### config.mk
export PLATFORM = sky130hd
export DESIGN_NAME = line_fill_ctrl
export DESIGN_NICKNAME = d
export VERILOG_FILES = /design/src/design/cache_pkg.sv /design/src/design/line_fill_ctrl.sv
export SDC_FILE = /design/constraint.sdc
export NUM_CORES = 1
export LEC_CHECK = 0
export ABC_CLOCK_PERIOD_IN_PS = 5300
export BUFFER_PORTS_ARGS = -buffer_cell sky130_fd_sc_hd__buf_2
export CORE_AREA = 2 2 117 119
export CTS_CLUSTER_SIZE = 28
export DETAILED_ROUTE_END_ITERATION = 12
export DIE_AREA = 0 0 119 121
export SLEW_MARGIN = 15
export SYNTH_ARGS = -nofsm -noshare
export SYNTH_HDL_FRONTEND = slang
export SYNTH_SLANG_ARGS = --single-unit
### constraint.sdc
create_clock -name clk -period 5.3 [get_ports clk]
set_input_delay 0.265 -clock clk [delete_from_list [all_inputs] [get_ports clk]]
set_output_delay 0.265 -clock clk [all_outputs]
set_load 0.01 [all_outputs]
### src/design/cache_pkg.sv
// geometry is fixed here (32-bit words, 64-byte lines, 8 lines); nothing is parameterized per module
package cache_pkg;

  localparam int ADDR_W         = 32;
  localparam int OFF_W          = 6;  // 64-byte lines
  localparam int INDEX_W        = 3;
  localparam int TAG_W          = ADDR_W - INDEX_W - OFF_W;
  localparam int NUM_LINES      = 8;
  localparam int WORDS_PER_LINE = 16;
  localparam int WORD_IDX_W     = 4;
  localparam int BURST_W        = 5;  // must hold WORDS_PER_LINE

  typedef logic [31:0] data_t;

  // overlays one byte address
  typedef struct packed {
    logic [TAG_W-1:0]   tag;
    logic [INDEX_W-1:0] index;
    logic [OFF_W-1:0]   offset;
  } addr_fields_t;

  // answer of one line to one read port
  typedef struct packed {
    data_t            data;   // word at the requested offset
    logic             valid;
    logic             dirty;
    logic             hit;    // valid and tag equal
    logic [TAG_W-1:0] tag;
  } line_rd_t;

  // one word written into a line, with the new line state
  typedef struct packed {
    logic [WORD_IDX_W-1:0] word;
    logic [TAG_W-1:0]      tag;
    logic                  valid;
    logic                  dirty;
    data_t                 data;
  } line_wr_t;

  typedef enum logic [1:0] {
    ST_IDLE,
    ST_WRITEBACK,
    ST_REFILL
  } fill_state_e;

endpackage

### src/design/line_fill_ctrl.sv
// miss handler; port A wins over port B, one line in flight, burstcount fixed to a whole line
module line_fill_ctrl
  import cache_pkg::*;
(
  input  logic                  clk,
  input  logic                  rst_n,
  input  logic                  miss_a_i,
  input  logic                  miss_b_i,
  input  addr_fields_t          addr_a_i,
  input  addr_fields_t          addr_b_i,
  input  logic                  victim_dirty_i,
  input  logic [TAG_W-1:0]      victim_tag_i,
  output logic                  fill_active_o,
  output logic [INDEX_W-1:0]    fill_index_o,
  output logic                  fill_we_o,
  output line_wr_t              fill_wr_o,
  output logic [WORD_IDX_W-1:0] lkup_word_o,
  input  data_t                 lkup_data_i,
  output logic [ADDR_W-1:0]     m_address_o,
  output logic [BURST_W-1:0]    m_burstcount_o,
  output logic                  m_read_o,
  output logic                  m_write_o,
  output data_t                 m_writedata_o,
  input  data_t                 m_readdata_i,
  input  logic                  m_waitrequest_i,
  input  logic                  m_readdatavalid_i
);

  fill_state_e           state_q;
  addr_fields_t          miss_sel;
  addr_fields_t          miss_q;
  logic [WORD_IDX_W-1:0] word_q;
  logic                  last_word;

  assign miss_sel  = miss_a_i ? addr_a_i : addr_b_i;  // port A first
  assign last_word = (word_q == WORD_IDX_W'(WORDS_PER_LINE - 1));

  assign fill_active_o = (state_q != ST_IDLE);
  // in idle the index follows the pending miss so the victim can be inspected
  assign fill_index_o  = fill_active_o ? miss_q.index : miss_sel.index;

  assign m_burstcount_o = BURST_W'(WORDS_PER_LINE);
  assign lkup_word_o    = word_q;
  assign m_writedata_o  = lkup_data_i;  // victim word at the beat counter

  // refill words go in clean; the line turns valid with the last one
  assign fill_we_o = (state_q == ST_REFILL) && m_readdatavalid_i;

  always_comb begin
    fill_wr_o.word  = word_q;
    fill_wr_o.tag   = miss_q.tag;
    fill_wr_o.valid = last_word;
    fill_wr_o.dirty = 1'b0;
    fill_wr_o.data  = m_readdata_i;
  end

  always_ff @(posedge clk) begin
    if (state_q == ST_IDLE) begin
      miss_q <= miss_sel;  // held for the whole fill
    end
  end

  always_ff @(posedge clk or negedge rst_n) begin
    if (!rst_n) begin
      state_q     <= ST_IDLE;
      word_q      <= '0;
      m_address_o <= '0;
      m_read_o    <= 1'b0;
      m_write_o   <= 1'b0;
    end else begin
      case (state_q)
        ST_IDLE: begin
          word_q <= '0;
          if (miss_a_i || miss_b_i) begin
            if (victim_dirty_i) begin
              state_q     <= ST_WRITEBACK;
              m_address_o <= {victim_tag_i, miss_sel.index, {OFF_W{1'b0}}};
              m_write_o   <= 1'b1;
            end else begin
              state_q     <= ST_REFILL;
              m_address_o <= {miss_sel.tag, miss_sel.index, {OFF_W{1'b0}}};
              m_read_o    <= 1'b1;
            end
          end
        end

        ST_WRITEBACK: begin
          if (!m_waitrequest_i) begin
            word_q <= word_q + 1'b1;  // wraps to 0 for the refill
            if (last_word) begin
              state_q     <= ST_REFILL;
              m_write_o   <= 1'b0;
              m_read_o    <= 1'b1;
              m_address_o <= {miss_q.tag, miss_q.index, {OFF_W{1'b0}}};
            end
          end
        end

        ST_REFILL: begin
          if (m_read_o && !m_waitrequest_i) begin
            m_read_o <= 1'b0;  // command accepted
          end
          if (m_readdatavalid_i) begin
            word_q <= word_q + 1'b1;
            if (last_word) begin
              state_q <= ST_IDLE;
            end
          end
        end

        default: begin
          state_q <= ST_IDLE;
        end
      endcase
    end
  end

  a_no_rd_wr: assert property (
    @(posedge clk) disable iff (!rst_n)
    !(m_read_o && m_write_o)
  );

  // a stalled write beat must be presented again unchanged
  a_beat_stall: assert property (
    @(posedge clk) disable iff (!rst_n)
    (m_write_o && m_waitrequest_i) |=> ($stable(word_q) && $stable(m_writedata_o))
  );

endmodule

== Yosys cells after proc, flatten, opt, wreduce, memory -nomap -nowiden ==
Cells that the tools add are included.
Cells by class
  equal/unequal tests: 11
  reduce and logical (&&, ||, !) cells: 13
  muxes and demuxes: 28
  add/sub/neg operators: 1
Operators by type and width (count)
  32-bit two-way mux: 5
  32-bit case mux with 2 select lines: 1
  2-bit two-way mux: 6
  2-bit inequality test, second input constant: 6
  4-bit case mux with 3 select lines: 1
  5-bit AND reduction: 2
  1-bit two-way mux: 9
  4-bit two-way mux: 2
  2-bit case mux with 3 select lines: 1
  6-bit AND reduction: 1
  4-bit by 1-bit adder with 4-bit output, second input constant: 1
  4-bit == test, second input constant: 1
  2-bit by 1-bit inequality test with 1-bit output, second input constant: 2
  4-bit AND reduction: 1
  2-bit nonzero test: 2
  3-bit two-way mux: 1
  1-bit case mux with 3 select lines: 1
  3-bit AND reduction: 1
  3-bit nonzero test: 1
  2-bit by 1-bit == test with 1-bit output, second input constant: 1
  2-bit == test, second input constant: 1
  1-bit logical AND: 2
  2-bit zero test: 1
  1-bit case mux with 2 select lines: 1
  other kinds (2): 2
Storage, ports and cells
  flip-flop bits (word level): 66
  output and inout bits: 141
  input port bits: 158
  logic and storage cells: 60

== Depth between registers and ports, before layout ==
  word-level depth: 4
  gate-level depth with buffers: 7
  depth with buffers taken out: 5

== Worst setup path after synthesis ==
No wires, ideal clock.
  path type: reg-to-reg
  start: reg state_q[0]
  end: reg m_address_o[10]
  arrival: 2.288 ns
  slack: 2.883 ns
  cell stages (with the launch flop): 7
  library setup time: 0.129 ns
  cells stage by stage: dfrtp_1 inv_1 ha_1 nor3b_1 a211oi_4 buf_6 mux2i_1
On the way
  longest elaborated chain between the ends: 3
RTL lines
  start: declaration: RTL line line_fill_ctrl.sv:29  | fill_state_e state_q;
  start signal: assignment: RTL line line_fill_ctrl.sv:65  | state_q <= ST_IDLE;
  start signal: assignment: RTL line line_fill_ctrl.sv:76  | state_q <= ST_WRITEBACK;
  start signal: assignment: RTL line line_fill_ctrl.sv:80  | state_q <= ST_REFILL;
  2-bit by 1-bit == test with 1-bit output / 2-bit zero test (equally long branches): RTL line line_fill_ctrl.sv:71  | case (state_q)
  2-bit inequality test (no line), or another cell as far along
  4-bit AND reduction (no line)
  end signal: assignment: RTL line line_fill_ctrl.sv:77  | m_address_o <= {victim_tag_i, miss_sel.index, {OFF_W{1'b0}}};
  end signal: assignment: RTL line line_fill_ctrl.sv:81  | m_address_o <= {miss_sel.tag, miss_sel.index, {OFF_W{1'b0}}};
  end signal: assignment: RTL line line_fill_ctrl.sv:94  | m_address_o <= {miss_q.tag, miss_q.index, {OFF_W{1'b0}}};
  end: declaration: RTL line line_fill_ctrl.sv:19  | output logic [ADDR_W-1:0] m_address_o,
Several ways; a longest one is shown, not always the timed one.
A chain may end at the register's enable or synchronous reset.

== Worst setup path in the final report ==
  start: reg state_q[0]
  end: reg m_address_o[8]
The elaborated chain is that of the path after synthesis.

==> flow_summary.json <==
{
  "antenna_found_initial": 0,
  "finalHoldViolations": 0,
  "synthFlopType": "dfrtp_1",
  "async_reset_ff_frac": 0.567,
  "r2r_slack_ps": 2050,
  "num_vias": 2764,
  "place_inst": 584,
  "syn-cell-area_mm2": 0.00394,
  "reg2regPathDepth": 6,
  "yosys.area.top_type_share": 0.216,
  "totalWireLength_mm": 10.2,
  "crit_fanout": 40,
  "power_density_mw_per_mm2": 573,
  "ios": 299,
  "slew_headroom": 0.221,
  "overflow": 0,
  "timing.fmax_mhz": 308,
  "design_area_mm2": 0.00444,
  "drive_gt1_frac": 0.460,
  "ff_latch_area_mm2": 0.00163,
  "finalSetupTns_ps": 0,
  "multiInputGateArea_mm2": 0.00139,
  "post_cts_resized": 0,
  "cts_setup_buffers": 0,
  "cts_hold_buffers": 0,
  "r2r-end": "m_address_o[8]$_DFFE_PN0P_",
  "total_power_mw": 2.54,
  "drtPass1Iterations": 4,
  "synth_area_per_cell_um2": 10.7,
  "cts_buffers": 9,
  "synth_top_cell_by_area": "dfrtp_1",
  "synthDistinctLibCells": 40,
  "required_ps": 5510,
  "leakagePower_nw": 2.11,
  "cts_root_buffer": "clkbuf_16",
  "worst_pin_slew_ps": 1170,
  "ys_ff_latch": 60,
  "synth-edff-count": 26,
  "peakVddDrop_mv": 0.289,
  "fp.dieH_um": 121,
  "r2r-start": "state_q[0]$_DFFE_PN0P_",
  "clock_latency_ps": 330,
  "synth-seq-area-share": 0.414,
  "status": "finished clean",
  "fin_skew_ps": 6.21,
  "gr-usage-met3": 0.0348,
  "drc": 0,
  "netlist_instances": 370,
  "drt_iter0_drc": 85,
  "die_x_um": 119,
  "grt_max_degree": 43,
  "cts_tree": "yes",
  "period_needed_ps": 3250,
  "fin_cells": 600,
  "grt_pass1_vias": 2904,
  "maxCapViolCount": 0,
  "fillers": 1343,
  "hp-class": "in -> async",
  "gp_congestion": 0.775,
  "setup_viol": 0,
  "rsz0062_at_grt": "no",
  "ant_nets": 0,
  "met2_usage": 0.242,
  "port_buffers": 146,
  "placed_area_mm2": 0.00409,
  "area_delta_synth_final_pct": 12.5,
  "synth.most_common_cell": "buf_4",
  "final_nets": 582,
  "viasPerCell": 4.61,
  "busiest_layer": "met2",
  "initial_utilization": 0.301,
  "cts.clk_slew.worst_paths_ps": 60,
  "dieArea_mm2": 0.0144,
  "clock_sinks": 60,
  "crit_path_end_kind": "flip-flop",
  "drv_slew": 0,
  "yosys_warnings": 0,
  "worst_ep_arrival_time_ps": 3460,
  "synth_common_cells": "104 x buf_4, 34 x dfrtp_1, 30 x inv_1",
  "whs_ps": 50.5,
  "hpwl_mm": 7.20,
  "worstSetupStartpointType": "flip-flop",
  "synth.area.top_cells": "dfrtp_1 22%, buf_4 20%, edfxtp_1 20%",
  "htreeDepth": 3,
  "clockBufferDepth": 2,
  "path_class": "reg -> reg",
  "grt_first_pass_wirelength_mm": 15.4,
  "use_met1": 0.159,
  "row_count": 42,
  "core_area_mm2": 0.0131,
  "track_usage": 0.141,
  "wire_per_inst_um": 17.0,
  "fin_crit_sh": 0.612,
  "n_antenna_cell": 0
}
## per-stage QoR
step,util,worst slack (ps)
floorplan,-,2880
finish,0.339,2050
CTS,0.339,1970
global placement,0.312,2070
global route,0.339,1810
detailed placement,0.312,1980
## registers in the layout, indices dropped and copies added (netlist names)
name and flops:
m_address_o 26, miss_q 3, lkup_word_o 4, m_write_o 1
fill_wr_o 23, state_q 2, m_read_o 1
## per-layer routing
metal	up-vias	part of all wire
met3	32	0.069
met1	1310	0.39
met4	0	0.030
met5	-	0
li1	1269	-
met2	153	0.51
## layout by cell type (no fill, tap or decap), types with 4 or more instances in the layout
cell	synthesis	routed
nand2_1	4	4
dfrtp_1	34	34
edfxtp_1	26	26
conb_1	2	12
mux2_2	26	26
mux2i_1	26	26
nor2_1	4	4
a21oi_1	6	6
o221ai_1	23	23
clkbuf_16	0	9
o21ai_0	10	10
inv_1	30	30
buf_2	3	146
nand2b_1	26	26
## cell type report
cell class / instances / share of cell area
Sequential cell: 60 / 0.368
Multi-Input combinational cell: 171 / 0.312
Timing Repair Buffer: 147 / 0.166
Clock buffer: 10 / 0.0538
Tap cell: 176 / 0.0496
Inverter: 30 / 0.0254
Clock inverter: 6 / 0.0251
## worst max path at each step
stage	startpoint	end	slack, ps	cells past startpoint
after detailed placement	state_q[0]$_DFFE_PN0P_	m_address_o[8]$_DFFE_PN0P_	1980	6
final	state_q[0]$_DFFE_PN0P_	m_address_o[8]$_DFFE_PN0P_	2050	6
after global routing	state_q[0]$_DFFE_PN0P_	m_address_o[8]$_DFFE_PN0P_	1810	6
after floorplan	state_q[0]$_DFFE_PN0P_	m_address_o[10]$_DFFE_PN0P_	2880	6
after global placement	state_q[0]$_DFFE_PN0P_	m_address_o[6]$_DFFE_PN0P_	2070	6
after CTS	state_q[0]$_DFFE_PN0P_	m_address_o[8]$_DFFE_PN0P_	1970	6
## kinds of logic (layout without fill, tap and decap cells)
kind of cell	count (synthesis)	after routing	share of synthesized area
compound gates	55	55	0.108
fa+ha+maj	5	5	0.0159
buf+inv	149	193	0.246
flops	60	60	0.414
mux	52	52	0.140
other cells	2	12	0.00190
simple gates	47	47	0.0742
## worst max-delay path: stages (launching register included)
cell and delay [ps]:
dfrtp_1 420, inv_1 120, ha_2 850, nor2_1 160
a211oi_4 770, buf_4 410, mux2_2 380
## power breakdown
part	leakage [nW]	total [mW]	internal, mW	switching [mW]
Combinational	1.30	1.03	0.442	0.587
Sequential	0.648	0.828	0.719	0.109
Clock	0.169	0.686	0.472	0.214
Total	2.11	2.54	1.63	0.910
(Power assumes the default switching activity.)
