[config.mk]
export PLATFORM = sky130hd
export DESIGN_NAME = cache_line
export DESIGN_NICKNAME = d
export VERILOG_FILES = /design/src/design/cache_pkg.sv /design/src/design/cache_line.sv
export SDC_FILE = /design/constraint.sdc
export NUM_CORES = 1
export LEC_CHECK = 0
export BUFFER_PORTS_ARGS = -buffer_cell sky130_fd_sc_hd__buf_2
export CAP_MARGIN = 0
export CORE_ASPECT_RATIO = 2
export CORE_MARGIN = 2
export CORE_UTILIZATION = 50
export CTS_CLUSTER_DIAMETER = 80
export DETAILED_ROUTE_END_ITERATION = 10
export PLACE_DENSITY = 0.8
export REMOVE_ABC_BUFFERS = 1
export SYNTH_ARGS = -nofsm -noshare
export SYNTH_HDL_FRONTEND = slang
export SYNTH_SLANG_ARGS = --single-unit
[constraint.sdc]
create_clock -name clk -period 2.3 [get_ports clk]
set_input_delay 0.345 -clock clk [delete_from_list [all_inputs] [get_ports clk]]
set_output_delay 0.345 -clock clk [all_outputs]
set_load 0.05 [all_outputs]
[src/design/cache_pkg.sv]
// geometry is fixed here (32-bit words, 64-byte lines, 8 lines); nothing is parameterized per module
package cache_pkg;

  localparam int ADDR_W         = 32;
  localparam int OFF_W          = 6;  // 64-byte lines
  localparam int INDEX_W        = 3;
  localparam int TAG_W          = ADDR_W - INDEX_W - OFF_W;
  localparam int NUM_LINES      = 8;
  localparam int WORDS_PER_LINE = 16;
  localparam int WORD_IDX_W     = 4;
  localparam int BURST_W        = 5;  // must hold WORDS_PER_LINE

  typedef logic [31:0] data_t;

  // overlays one byte address
  typedef struct packed {
    logic [TAG_W-1:0]   tag;
    logic [INDEX_W-1:0] index;
    logic [OFF_W-1:0]   offset;
  } addr_fields_t;

  // answer of one line to one read port
  typedef struct packed {
    data_t            data;   // word at the requested offset
    logic             valid;
    logic             dirty;
    logic             hit;    // valid and tag equal
    logic [TAG_W-1:0] tag;
  } line_rd_t;

  // one word written into a line, with the new line state
  typedef struct packed {
    logic [WORD_IDX_W-1:0] word;
    logic [TAG_W-1:0]      tag;
    logic                  valid;
    logic                  dirty;
    data_t                 data;
  } line_wr_t;

  typedef enum logic [1:0] {
    ST_IDLE,
    ST_WRITEBACK,
    ST_REFILL
  } fill_state_e;

endpackage

[src/design/cache_line.sv]
// one cache line; only tag state is reset, so data words are meaningful only while valid is set
module cache_line
  import cache_pkg::*;
(
  input  logic                  clk,
  input  logic                  rst_n,
  input  addr_fields_t          rd_a_i,
  input  addr_fields_t          rd_b_i,
  output line_rd_t              rd_a_o,
  output line_rd_t              rd_b_o,
  input  logic                  we_i,
  input  line_wr_t              wr_i,
  input  logic [WORD_IDX_W-1:0] lkup_word_i,
  output data_t                 lkup_data_o
);

  logic [TAG_W-1:0] tag_q;
  logic             valid_q;
  logic             dirty_q;
  data_t            words_q [WORDS_PER_LINE];

  // hit check and word select for one read port
  function automatic line_rd_t line_read(input addr_fields_t addr);
    line_rd_t res;
    res.data  = words_q[addr.offset[OFF_W-1:2]];
    res.valid = valid_q;
    res.dirty = dirty_q;
    res.hit   = valid_q && (tag_q == addr.tag);
    res.tag   = tag_q;
    return res;
  endfunction

  always_comb begin
    rd_a_o = line_read(rd_a_i);
  end

  always_comb begin
    rd_b_o = line_read(rd_b_i);
  end

  assign lkup_data_o = words_q[lkup_word_i];  // victim word for writeback

  always_ff @(posedge clk or negedge rst_n) begin
    if (!rst_n) begin
      tag_q   <= '0;
      valid_q <= 1'b0;
      dirty_q <= 1'b0;
    end else if (we_i) begin
      tag_q   <= wr_i.tag;
      valid_q <= wr_i.valid;  // refill keeps it low until the last word
      dirty_q <= wr_i.dirty;
    end
  end

  always_ff @(posedge clk) begin
    if (we_i) begin
      words_q[wr_i.word] <= wr_i.data;
    end
  end

  // dirty writes come only from port A hits, never from a refill in progress
  a_dirty_on_valid: assert property (
    @(posedge clk) disable iff (!rst_n)
    (we_i && wr_i.dirty) |-> (valid_q && wr_i.valid)
  );

endmodule

# Word-level counts from Yosys, hierarchy flattened
# Memories as Yosys holds them, arrays and structs flattened.
# Index checks and enable logic that the tools add are counted.
# word_totals
reg_bits,25
elab_cells,10
output_inout_bits,148
mem_count,1
ram_bits,512
inputBits,132
# mem_list
name,words,width,rd,rd_ports_with_merged_regs,write_ports,line_no,text
words_q,16,32,3,0,1,cache_line.sv:20,data_t words_q [WORDS_PER_LINE];
# op_classes
n_eq_ne,2
reduce_logical,2
muxes,2
# op_table
op,count
23-bit equality test,2
1-bit logical AND,2
1-bit two-way mux,2

# Depth between registers and ports, before layout
# Gate-level depths: netlist of the first run.
# logic_depth
word_depth,2
ltp_mapped,5

# Worst setup path after synthesis of the first run
# No wires, ideal clock.
# synth_path
kind,input -> register
from,input we_i
to,memory words_q[4][0] (netlist name) (enable)
path_buffers,2
stages,4
t_arrival_ns,3.284
setup_slack_ns,-1.445
cell_sequence,buf_2 > buf_1 > nand3b_1 > nor3_1
# synth_between
elab_chain_len,2
# synth_lines
element,line_no,text
start: declaration,cache_line.sv:11,"input logic we_i,"
1-bit two-way mux,cache_line.sv:56,if (we_i) begin
1-bit two-way mux (implied by the code),cache_line.sv:57,words_q[wr_i.word] <= wr_i.data;
end: declaration,cache_line.sv:20,
# No other way between the ends.

==> results of run 1 <==
## how the worst min path moves through the flow
stage / startpoint / to / cells past startpoint
floorplan: rst_n / dirty_q / 0
global placement: rst_n / tag_q[3] / 1
detailed placement: rst_n / tag_q[3] / 1
CTS: wr_i[46] / tag_q[12] / 2
global route: wr_i[46] / tag_q[12] / 2
finish: wr_i[46] / tag_q[12] / 2
## layout make-up
cell class | count | area, µm² | share of cell area
clock buffers | 52 | 1195 | 0.03396
diodes | 3 | 7.507 | 0.0002133
well taps | 750 | 938.4 | 0.02667
repair buffers | 437 | 4205 | 0.1195
multi-input cells | 794 | 12570 | 0.3573
flip-flops and latches | 537 | 16010 | 0.4549
clock inverters | 32 | 265.3 | 0.007538
## worst register-to-register path, delay by kind of cell (launching register included)
family | cells | cell delay, ns
flops | 1 | 0.47
buf+inv | 1 | 0.20
mux | 1 | 0.25
## state kept, by name, summed over array words and instances, names as in the netlist
name and flops:
words_q 512, tag_q 23, dirty_q 1, valid_q 1
## where the power goes
part | internal, W | total [W] | switching [W]
clock network | 0.00411 | 0.00775 | 0.00364
registers | 0.0109 | 0.0111 | 0.000196
logic | 0.00196 | 0.00479 | 0.00284
## per-stage QoR
| stage | std cells | hold WS [ns] |
|---|---|---|
| detailed placement | 2491 | 0.3892 |
| global placement | 2491 | 0.3877 |
| global route | 2603 | 0.007239 |
| CTS | 2601 | 0.00007533 |
| finish | 2605 | 0.01535 |
| floorplan | 1331 | 0.04941 |
## routing by layer
layer	global-route usage	share of wire	vias up	routed length [µm]
met3	0.06977	0.12	386	10940
met2	0.5233	0.52	1762	46090
met1	0.3539	0.29	9599	25940
met4	0.1805	0.067	8	5978
met5	0	0.00064	-	57
li1	-	-	7162	-
## cell usage in the layout, fill, tap and decap left out, types with 4 or more instances in the layout
cell / count
nor2_4: 15
dfrtp_2: 4
mux2_2: 25
buf_4: 82
nor4_1: 7
dlygate4sd3_1: 24
clkinv_4: 4
dfrtp_1: 21
clkinv_2: 7
buf_8: 10
clkbuf_16: 48
mux4_2: 384
nor2b_4: 6
clkinv_1: 9
nand4_1: 6
xor2_1: 32
clkinvlp_4: 6
a22oi_2: 167
a22oi_1: 25
buf_6: 88
buf_2: 165
edfxtp_1: 512
nor3_2: 6
clkbuf_1: 5
nand2_1: 46
nand2_2: 51
xnor2_1: 14
buf_12: 60
## kinds of logic after synthesis
logic type | after synthesis | share of synthesized area
flops | 537 | 0.5663
buf+inv | 159 | 0.02993
compound gates | 192 | 0.05101
mux | 409 | 0.3160
simple gates | 147 | 0.02249
xor+xnor | 46 | 0.01426
## what timing repair did
action                     CTS  global route
setup buffers                1             0
setup endpoints to repair   98            98
pin swaps                  180            49
hold endpoints to repair    48             0
gates resized for setup    392            42
cloned                       1             1
hold buffers                24             0
==> run_summary.xml, run 1 <==
<?xml version="1.0" encoding="UTF-8"?>
<metrics>
  <group name="routing">
    <metric name="route.detailed.drc" unit="">0</metric>
    <metric name="detailed_route_iter0_violations" unit="">2404</metric>
    <metric name="routed_wire_length_per_instance" unit="µm">34.17</metric>
    <metric name="detail_route.wirelength" unit="µm">89000</metric>
    <metric name="drtPass1Iterations" unit="">5</metric>
    <metric name="route.vias.total" unit="">18917</metric>
    <metric name="drtAntennaViolNets" unit="">0</metric>
    <metric name="vias_per_cell" unit="">7.262</metric>
  </group>
  <group name="timing">
    <metric name="timing.fmax" unit="GHz">0.3947</metric>
    <metric name="worst_slack" unit="ns">-0.2334</metric>
    <metric name="final_min_period_over_clock_period" unit="">1.101</metric>
    <metric name="finalWorstPathRequiredPeriod" unit="ns">2.533</metric>
    <metric name="timing.setup.tns" unit="ns">-3.422</metric>
    <metric name="pins_over_their_slew_limit" unit="">0</metric>
    <metric name="max_slew_margin" unit="">0.5767</metric>
    <metric name="worst_tran_pin_value" unit="ns">0.6349</metric>
    <metric name="rsz0062_at_grt" unit="">true</metric>
    <metric name="setup-violations-final" unit="">61</metric>
    <metric name="fin_worst_skew" unit="ns">0</metric>
    <metric name="hold_viol" unit="">0</metric>
  </group>
  <group name="run_status">
    <metric name="outcome" unit="">finished, violations left</metric>
    <metric name="violations" unit="">negative setup slack</metric>
  </group>
  <group name="placement">
    <metric name="pre_cts_ws" unit="ns">-0.1021</metric>
    <metric name="buffer_ports.inserted" unit="">269</metric>
    <metric name="detailedPlacementHpwl" unit="µm">53390</metric>
    <metric name="cell_area_placed" unit="µm²">31760</metric>
    <metric name="place_congestion" unit="">0.8632</metric>
  </group>
  <group name="logic_synthesis">
    <metric name="synth.cell_area" unit="µm²">28260</metric>
    <metric name="dominantRegCellSynth" unit="">edfxtp_1</metric>
    <metric name="synth.cells.most_frequent" unit="">512 x edfxtp_1, 384 x mux4_2, 192 x a22oi_1, 97 x nand2_1, 56 x buf_4</metric>
    <metric name="yosysSeqAreaShare" unit="">0.5663</metric>
    <metric name="ys_types" unit="">23</metric>
    <metric name="netlist_top_cells_area" unit="">edfxtp_1 54%, mux4_2 31%, a22oi_1 5.1%, dfrtp_1 2.2%, buf_4 1.5%</metric>
    <metric name="synthesis.instances" unit="">1490</metric>
    <metric name="post_synth.cell_area_avg" unit="µm²">18.96</metric>
    <metric name="synth_enable_flop_cells" unit="">512</metric>
    <metric name="post-synth-top-count-cell" unit="">edfxtp_1</metric>
    <metric name="synth.largest_area_cell" unit="">edfxtp_1</metric>
    <metric name="yosysWarnings" unit="">0</metric>
    <metric name="synth_seq_cells" unit="">537</metric>
    <metric name="proportion_of_synthesized_flip_flops_having_asynchronous_set_or_reset" unit="">0.04655</metric>
    <metric name="yosysTopAreaCellShare" unit="">0.5441</metric>
  </group>
  <group name="critical_path">
    <metric name="crit_required" unit="ns">1.96</metric>
    <metric name="worstPathCellList" unit="">xor2_1 -&gt; nor4_1 -&gt; buf_4 -&gt; nand4_1 -&gt; nor3_2 -&gt; buf_6</metric>
    <metric name="timing.critical_path.buf_inv" unit="">2</metric>
    <metric name="timing.critical_path.to_type" unit="">output port</metric>
    <metric name="timing.critical_path.arrival" unit="ns">2.19</metric>
    <metric name="worstSetupPathDepth" unit="">6</metric>
    <metric name="worst-setup-path-type" unit="">flop to output port</metric>
    <metric name="critical-path-top-delay-family" unit="">simple AND/OR/NAND/NOR gates</metric>
    <metric name="critical_path_cell_with_the_highest_stage_delay" unit="">dfrtp_2</metric>
    <metric name="cp-start-kind" unit="">flop</metric>
    <metric name="end_point_of_the_critical_path" unit="">rd_b_o[23]</metric>
    <metric name="r2r_cells" unit="">2</metric>
    <metric name="worstReg2RegEnd" unit="">tag_q[18]</metric>
    <metric name="cpPeakStageDelay" unit="ns">0.44</metric>
    <metric name="timing.reg2reg.setup_slack" unit="ns">1.26</metric>
    <metric name="regToRegStartpoint" unit="">tag_q[18]</metric>
    <metric name="crit_path_start" unit="">tag_q[3]</metric>
    <metric name="path_max_fanout" unit="">4</metric>
  </group>
  <group name="clocking">
    <metric name="cts_htree_levels" unit="">2</metric>
    <metric name="worst_setup_hold_path_clk_slew" unit="ns">0.07</metric>
    <metric name="cts_bufs_inserted" unit="">45</metric>
    <metric name="cts_root_buf" unit="">clkbuf_16</metric>
    <metric name="tritoncts" unit="">yes</metric>
    <metric name="clk_latency" unit="ns">0.57</metric>
    <metric name="cts_buffer_depth" unit="">3</metric>
    <metric name="cts_sinks" unit="">537</metric>
  </group>
  <group name="cells_and_area">
    <metric name="drive_gt1_frac" unit="">0.6188</metric>
    <metric name="finish.net_count" unit="">1947</metric>
    <metric name="area_growth_syn_to_layout" unit="%">24.53</metric>
    <metric name="fillerInstances" unit="">3715</metric>
    <metric name="final_util" unit="">0.6281</metric>
    <metric name="design_area" unit="µm²">35190</metric>
  </group>
  <group name="global_route">
    <metric name="globalRouteTotalUtil" unit="">0.3076</metric>
    <metric name="antenna_found_initial" unit="">6</metric>
    <metric name="globalRoute.totalOverflow" unit="">0</metric>
    <metric name="global_route_wire_length_before_repair" unit="µm">128900</metric>
    <metric name="maximum_number_of_pins_on_one_net_before_global_route_repair" unit="">37</metric>
    <metric name="via_count_of_the_first_global_routing_pass" unit="">20217</metric>
  </group>
  <group name="floorplan">
    <metric name="die_x" unit="µm">172.1</metric>
    <metric name="design.core.area" unit="µm²">56020</metric>
    <metric name="area_of_the_die" unit="µm²">58550</metric>
    <metric name="floorplan.die.height" unit="µm">340.2</metric>
    <metric name="initial_core_util" unit="">0.5044</metric>
    <metric name="site_rows" unit="">123</metric>
    <metric name="num_io_pins" unit="">280</metric>
  </group>
  <group name="pwr">
    <metric name="peakVddDrop" unit="mV">0.5171</metric>
    <metric name="power.leakage" unit="nW">11.65</metric>
    <metric name="tot_pwr" unit="W">0.02368</metric>
    <metric name="p_per_area" unit="nW/µm²">673.0</metric>
  </group>
  <group name="job">
    <metric name="max_cap_viol_count" unit="">0</metric>
  </group>
  <group name="hold_path">
    <metric name="min-delay-path-class" unit="">input port to flop</metric>
  </group>
</metrics>
Note: power is estimated with default switching activity, not from simulation.
==> run 2: changes to the inputs <==
==> constraint.sdc (replaced) <==
create_clock -name clk -period 2.3 [get_ports clk]
set_input_delay 0.23 -clock clk [delete_from_list [all_inputs] [get_ports clk]]
set_output_delay 0.23 -clock clk [all_outputs]
set_load 0.05 [all_outputs]
==> run_summary.xml, run 2 (same netlist as run 1, synthesis figures left out) <==
<?xml version="1.0" encoding="UTF-8"?>
<metrics>
  <group name="timing">
    <metric name="finalWorstPathRequiredPeriod" unit="ns">2.499</metric>
    <metric name="setup-violations-final" unit="">8</metric>
    <metric name="timing.setup.tns" unit="ns">-0.4605</metric>
    <metric name="fin_worst_skew" unit="ns">0</metric>
    <metric name="final_min_period_over_clock_period" unit="">1.086</metric>
    <metric name="rsz0062_at_grt" unit="">true</metric>
    <metric name="max_slew_margin" unit="">0.5855</metric>
    <metric name="pins_over_their_slew_limit" unit="">0</metric>
    <metric name="worst_slack" unit="ns">-0.1987</metric>
    <metric name="timing.fmax" unit="GHz">0.4002</metric>
    <metric name="hold_viol" unit="">0</metric>
    <metric name="worst_tran_pin_value" unit="ns">0.6218</metric>
  </group>
  <group name="clocking">
    <metric name="cts_buffer_depth" unit="">3</metric>
    <metric name="worst_setup_hold_path_clk_slew" unit="ns">0.07</metric>
    <metric name="cts_bufs_inserted" unit="">48</metric>
    <metric name="cts_root_buf" unit="">clkbuf_16</metric>
    <metric name="clk_latency" unit="ns">0.59</metric>
    <metric name="tritoncts" unit="">yes</metric>
    <metric name="cts_htree_levels" unit="">2</metric>
    <metric name="cts_sinks" unit="">537</metric>
  </group>
  <group name="floorplan">
    <metric name="num_io_pins" unit="">280</metric>
    <metric name="design.core.area" unit="µm²">56020</metric>
    <metric name="floorplan.die.height" unit="µm">340.2</metric>
    <metric name="area_of_the_die" unit="µm²">58550</metric>
    <metric name="die_x" unit="µm">172.1</metric>
    <metric name="site_rows" unit="">123</metric>
    <metric name="initial_core_util" unit="">0.5044</metric>
  </group>
  <group name="routing">
    <metric name="detailed_route_iter0_violations" unit="">2213</metric>
    <metric name="drtPass1Iterations" unit="">5</metric>
    <metric name="route.detailed.drc" unit="">0</metric>
    <metric name="vias_per_cell" unit="">7.267</metric>
    <metric name="detail_route.wirelength" unit="µm">88310</metric>
    <metric name="drtAntennaViolNets" unit="">0</metric>
    <metric name="route.vias.total" unit="">18850</metric>
    <metric name="routed_wire_length_per_instance" unit="µm">34.04</metric>
  </group>
  <group name="placement">
    <metric name="cell_area_placed" unit="µm²">31460</metric>
    <metric name="buffer_ports.inserted" unit="">269</metric>
    <metric name="place_congestion" unit="">0.8429</metric>
    <metric name="detailedPlacementHpwl" unit="µm">52400</metric>
  </group>
  <group name="cells_and_area">
    <metric name="largest_registers" unit="">words_q: 512 flops, tag_q: 23 flops</metric>
    <metric name="drive_gt1_frac" unit="">0.5682</metric>
    <metric name="design_area" unit="µm²">34430</metric>
    <metric name="layout_common_cells" unit="">512 x edfxtp_1, 384 x mux4_2, 183 x buf_2</metric>
    <metric name="largest_register_by_flop_count" unit="">words_q</metric>
    <metric name="finish.net_count" unit="">1934</metric>
    <metric name="area_growth_syn_to_layout" unit="%">21.83</metric>
    <metric name="largest_reg_flops" unit="">512</metric>
    <metric name="final_common_cell" unit="">edfxtp_1</metric>
    <metric name="final_util" unit="">0.6145</metric>
  </group>
  <group name="critical_path">
    <metric name="timing.critical_path.to_type" unit="">output port</metric>
    <metric name="timing.critical_path.arrival" unit="ns">2.27</metric>
    <metric name="timing.reg2reg.setup_slack" unit="ns">1.34</metric>
    <metric name="path_max_fanout" unit="">4</metric>
    <metric name="worst-setup-path-type" unit="">flop to output port</metric>
    <metric name="cp-start-kind" unit="">flop</metric>
    <metric name="crit_required" unit="ns">2.07</metric>
  </group>
  <group name="pwr">
    <metric name="power.leakage" unit="nW">11.45</metric>
    <metric name="p_per_area" unit="nW/µm²">700.9</metric>
    <metric name="peakVddDrop" unit="mV">0.6658</metric>
  </group>
  <group name="global_route">
    <metric name="maximum_number_of_pins_on_one_net_before_global_route_repair" unit="">43</metric>
    <metric name="global_route_wire_length_before_repair" unit="µm">128200</metric>
    <metric name="via_count_of_the_first_global_routing_pass" unit="">20252</metric>
    <metric name="globalRouteTotalUtil" unit="">0.3069</metric>
    <metric name="antenna_found_initial" unit="">6</metric>
    <metric name="globalRoute.totalOverflow" unit="">0</metric>
  </group>
  <group name="hold_path">
    <metric name="min-delay-path-class" unit="">input port to flop</metric>
  </group>
  <group name="run_status">
    <metric name="outcome" unit="">finished, violations left</metric>
    <metric name="violations" unit="">negative setup slack</metric>
  </group>
  <group name="job">
    <metric name="max_cap_viol_count" unit="">0</metric>
  </group>
</metrics>
run 2: power by group:
part / leakage, nW / switching [W] / internal [W]
clock network: 0.782 / 0.00375 / 0.00473
logic: 5.76 / 0.00275 / 0.00175
registers: 4.91 / 0.000195 / 0.0109
run 2: cell type report:
class,count,area (µm²)
multi-input combinational,794,12200
fill,3786,21590
antenna,5,12.51
clock buffer,54,1245
sequential,537,16010
timing repair buffer,421,3638
clock inverter,33,385.4
tap,750,938.4
run 2: worst max-delay path: stages, from the launching register on:
cell	delay, ns
dfrtp_1	0.40
buf_4	0.16
xor2_1	0.18
nor4_1	0.30
nand4_1	0.22
nor3_2	0.24
buf_6	0.19
run 2: routing by layer:
metal	GRT usage	wire length [µm]
met5	0	43
met4	0.2076	6364
met3	0.07314	10050
met2	0.5315	46370
met1	0.3281	25470
run 2: worst paths after layout:
path,startpoint,endpoint,cells past startpoint
setup reg to reg,tag_q[21],tag_q[21],2
min in group asynchronous,rst_n,tag_q[8],2
hold reg to reg,dirty_q,dirty_q,1
max in group asynchronous,rst_n,tag_q[5],2
setup / recovery,tag_q[8],rd_b_o[23],6
hold / removal,wr_i[4],words_q[13][4],1
run 2: repair_timing:
action	in CTS	in global routing
resized for setup	170	121
buffers inserted	1	2
hold buffers	31	0
pin swaps	33	46
endpoints found under the setup margin	66	76
hold endpoints to repair	86	0
run 2: metrics by stage:
step / setup slack (ns) / instances / hold WS (ns) / power (W)
floorplan: -1.110 / 1331 / -0.06559 / 0.01366
global placement: 0.07065 / 2468 / 0.2628 / 0.01531
detailed placement: 0.04264 / 2468 / 0.2697 / 0.01542
CTS: -0.1716 / 2587 / 0.002072 / 0.02401
global route: -0.2168 / 2592 / 0.01979 / 0.02464
finish: -0.1987 / 2594 / 0.01732 / 0.02413
==> run 3: changes to the inputs <==
Settings changed: PLACE_DENSITY 0.8 to 0.83.
Clock period 2.3 ns to 2.2 ns, I/O delays scaled along.
==> run_summary.xml, run 3 (same netlist as run 1, synthesis figures left out) <==
<?xml version="1.0" encoding="UTF-8"?>
<metrics>
  <group name="run_status">
    <metric name="outcome" unit="">finished, violations left</metric>
    <metric name="violations" unit="">negative setup slack</metric>
  </group>
  <group name="timing">
    <metric name="finalWorstPathRequiredPeriod" unit="ns">2.398</metric>
    <metric name="timing.fmax" unit="GHz">0.4170</metric>
    <metric name="worst_slack" unit="ns">-0.1979</metric>
    <metric name="timing.setup.tns" unit="ns">-4.522</metric>
    <metric name="pins_over_their_slew_limit" unit="">0</metric>
    <metric name="final_min_period_over_clock_period" unit="">1.090</metric>
    <metric name="setup-violations-final" unit="">62</metric>
    <metric name="worst_tran_pin_value" unit="ns">0.6438</metric>
    <metric name="rsz0062_at_grt" unit="">true</metric>
    <metric name="hold_viol" unit="">0</metric>
    <metric name="max_slew_margin" unit="">0.5708</metric>
    <metric name="fin_worst_skew" unit="ns">0</metric>
  </group>
  <group name="hold_path">
    <metric name="timing.hold.worst_path_depth" unit="">1</metric>
    <metric name="min-delay-path-class" unit="">input port to flop</metric>
    <metric name="holdCritStartpoint" unit="">wr_i[16]</metric>
    <metric name="holdPathEnd" unit="">words_q[2][16]</metric>
  </group>
  <group name="floorplan">
    <metric name="floorplan.die.height" unit="µm">340.2</metric>
    <metric name="site_rows" unit="">123</metric>
    <metric name="die_x" unit="µm">172.1</metric>
    <metric name="initial_core_util" unit="">0.5044</metric>
    <metric name="design.core.area" unit="µm²">56020</metric>
    <metric name="num_io_pins" unit="">280</metric>
    <metric name="area_of_the_die" unit="µm²">58550</metric>
  </group>
  <group name="routing">
    <metric name="route.detailed.drc" unit="">0</metric>
    <metric name="wl_met2" unit="µm">47410</metric>
    <metric name="routed_met1_length" unit="µm">26170</metric>
    <metric name="routed_wire_length_per_instance" unit="µm">35.75</metric>
    <metric name="route.vias.total" unit="">19454</metric>
    <metric name="detail_route.wirelength" unit="µm">93310</metric>
    <metric name="drtAntennaViolNets" unit="">0</metric>
    <metric name="vias_per_cell" unit="">7.454</metric>
    <metric name="met3_length" unit="µm">11660</metric>
    <metric name="detailed_route_iter0_violations" unit="">2559</metric>
    <metric name="top_signal_layer_used" unit="">met5</metric>
    <metric name="drtPass1Iterations" unit="">5</metric>
  </group>
  <group name="clocking">
    <metric name="cts_sinks" unit="">537</metric>
    <metric name="worst_setup_hold_path_clk_slew" unit="ns">0.08</metric>
    <metric name="clk_latency" unit="ns">0.58</metric>
    <metric name="tritoncts" unit="">yes</metric>
    <metric name="cts_root_buf" unit="">clkbuf_16</metric>
    <metric name="cts_buffer_depth" unit="">3</metric>
    <metric name="cts_htree_levels" unit="">2</metric>
    <metric name="cts_bufs_inserted" unit="">46</metric>
  </group>
  <group name="critical_path">
    <metric name="path_max_fanout" unit="">3</metric>
    <metric name="regToRegStartpoint" unit="">tag_q[22]</metric>
    <metric name="cp-start-kind" unit="">flop</metric>
    <metric name="crit_required" unit="ns">1.98</metric>
    <metric name="r2r_cells" unit="">2</metric>
    <metric name="worst-setup-path-type" unit="">flop to output port</metric>
    <metric name="timing.reg2reg.setup_slack" unit="ns">1.24</metric>
    <metric name="timing.critical_path.to_type" unit="">output port</metric>
    <metric name="timing.critical_path.arrival" unit="ns">2.18</metric>
    <metric name="worstReg2RegEnd" unit="">tag_q[22]</metric>
  </group>
  <group name="cells_and_area">
    <metric name="layout_common_cells" unit="">512 x edfxtp_1, 384 x mux4_2, 167 x a22oi_2</metric>
    <metric name="area_growth_syn_to_layout" unit="%">24.40</metric>
    <metric name="largest_registers" unit="">words_q: 512 flops, tag_q: 23 flops</metric>
    <metric name="design_area" unit="µm²">35150</metric>
    <metric name="final_util" unit="">0.6275</metric>
    <metric name="largest_reg_flops" unit="">512</metric>
    <metric name="drive_gt1_frac" unit="">0.6083</metric>
    <metric name="largest_register_by_flop_count" unit="">words_q</metric>
    <metric name="final_common_cell" unit="">edfxtp_1</metric>
    <metric name="finish.net_count" unit="">1950</metric>
  </group>
  <group name="global_route">
    <metric name="global_route_wire_length_before_repair" unit="µm">134000</metric>
    <metric name="globalRoute.totalOverflow" unit="">0</metric>
    <metric name="antenna_found_initial" unit="">6</metric>
    <metric name="globalRouteTotalUtil" unit="">0.3222</metric>
    <metric name="maximum_number_of_pins_on_one_net_before_global_route_repair" unit="">37</metric>
    <metric name="via_count_of_the_first_global_routing_pass" unit="">20740</metric>
  </group>
  <group name="pwr">
    <metric name="power.leakage" unit="nW">11.61</metric>
    <metric name="peakVddDrop" unit="mV">0.6368</metric>
    <metric name="p_per_area" unit="nW/µm²">719.6</metric>
  </group>
  <group name="placement">
    <metric name="cell_area_placed" unit="µm²">31510</metric>
    <metric name="detailedPlacementHpwl" unit="µm">53260</metric>
    <metric name="buffer_ports.inserted" unit="">269</metric>
    <metric name="place_congestion" unit="">0.8396</metric>
  </group>
  <group name="job">
    <metric name="max_cap_viol_count" unit="">0</metric>
  </group>
</metrics>
run 3: per-layer routing:
metal	up-vias	GRT usage
met2	2057	0.5368
li1	7165	-
met5	-	0
met3	490	0.07791
met4	4	0.2381
met1	9738	0.3552
run 3: how the worst max path moves through the flow:
stage / startpoint / to / slack [ns] / cells after the start
CTS: tag_q[15] / rd_a_o[23] / -0.24 / 5
detailed placement: rd_a_i[2] / rd_a_o[33] / -0.02 / 6
floorplan: wr_i[59] / words_q[0][0] / -1.20 / 2
global route: tag_q[3] / rd_b_o[23] / -0.25 / 6
global placement: rd_a_i[2] / rd_a_o[33] / 0.003 / 6
finish: words_q[12][22] / rd_b_o[48] / -0.20 / 4
run 3: what timing repair did:
item,in CTS,in global routing
hold endpoints to repair,219,0
cloned,0,0
buffers inserted,1,0
setup endpoints to repair,97,97
hold buffers,43,0
pin swaps,136,64
gates resized for setup,350,79
run 3: area by class of cell:
| cell class | instances | area (µm²) |
|---|---|---|
| Clock inverter | 29 | 316.6 |
| Tap cell | 750 | 938.4 |
| Timing Repair Buffer | 439 | 4058 |
| Multi-Input combinational cell | 794 | 12560 |
| Clock buffer | 57 | 1256 |
| Antenna cell | 4 | 10.01 |
| Fill cell | 3681 | 20870 |
| Sequential cell | 537 | 16010 |
run 3: metrics by stage:
stage	instances	total power [W]	hold slack (ns)	setup slack (ns)
final	2610	0.02530	0.01576	-0.1979
after CTS	2606	0.02512	0.001078	-0.2376
after floorplan	1331	0.01428	-0.07559	-1.200
after global placement	2476	0.01600	0.2582	0.003065
after global routing	2609	0.02578	0.01438	-0.2547
after detailed placement	2476	0.01611	0.2541	-0.02034
run 3: critical path, cell delays in order (launching register included):
cell      delay [ns]
edfxtp_1        0.50
mux4_2          0.57
a22oi_2         0.19
nand2_2         0.14
buf_6           0.18
run 3: report_power, final:
part | switching [W] | internal (W)
registers | 0.000221 | 0.0114
clock network | 0.00384 | 0.00480
logic | 0.00300 | 0.00199
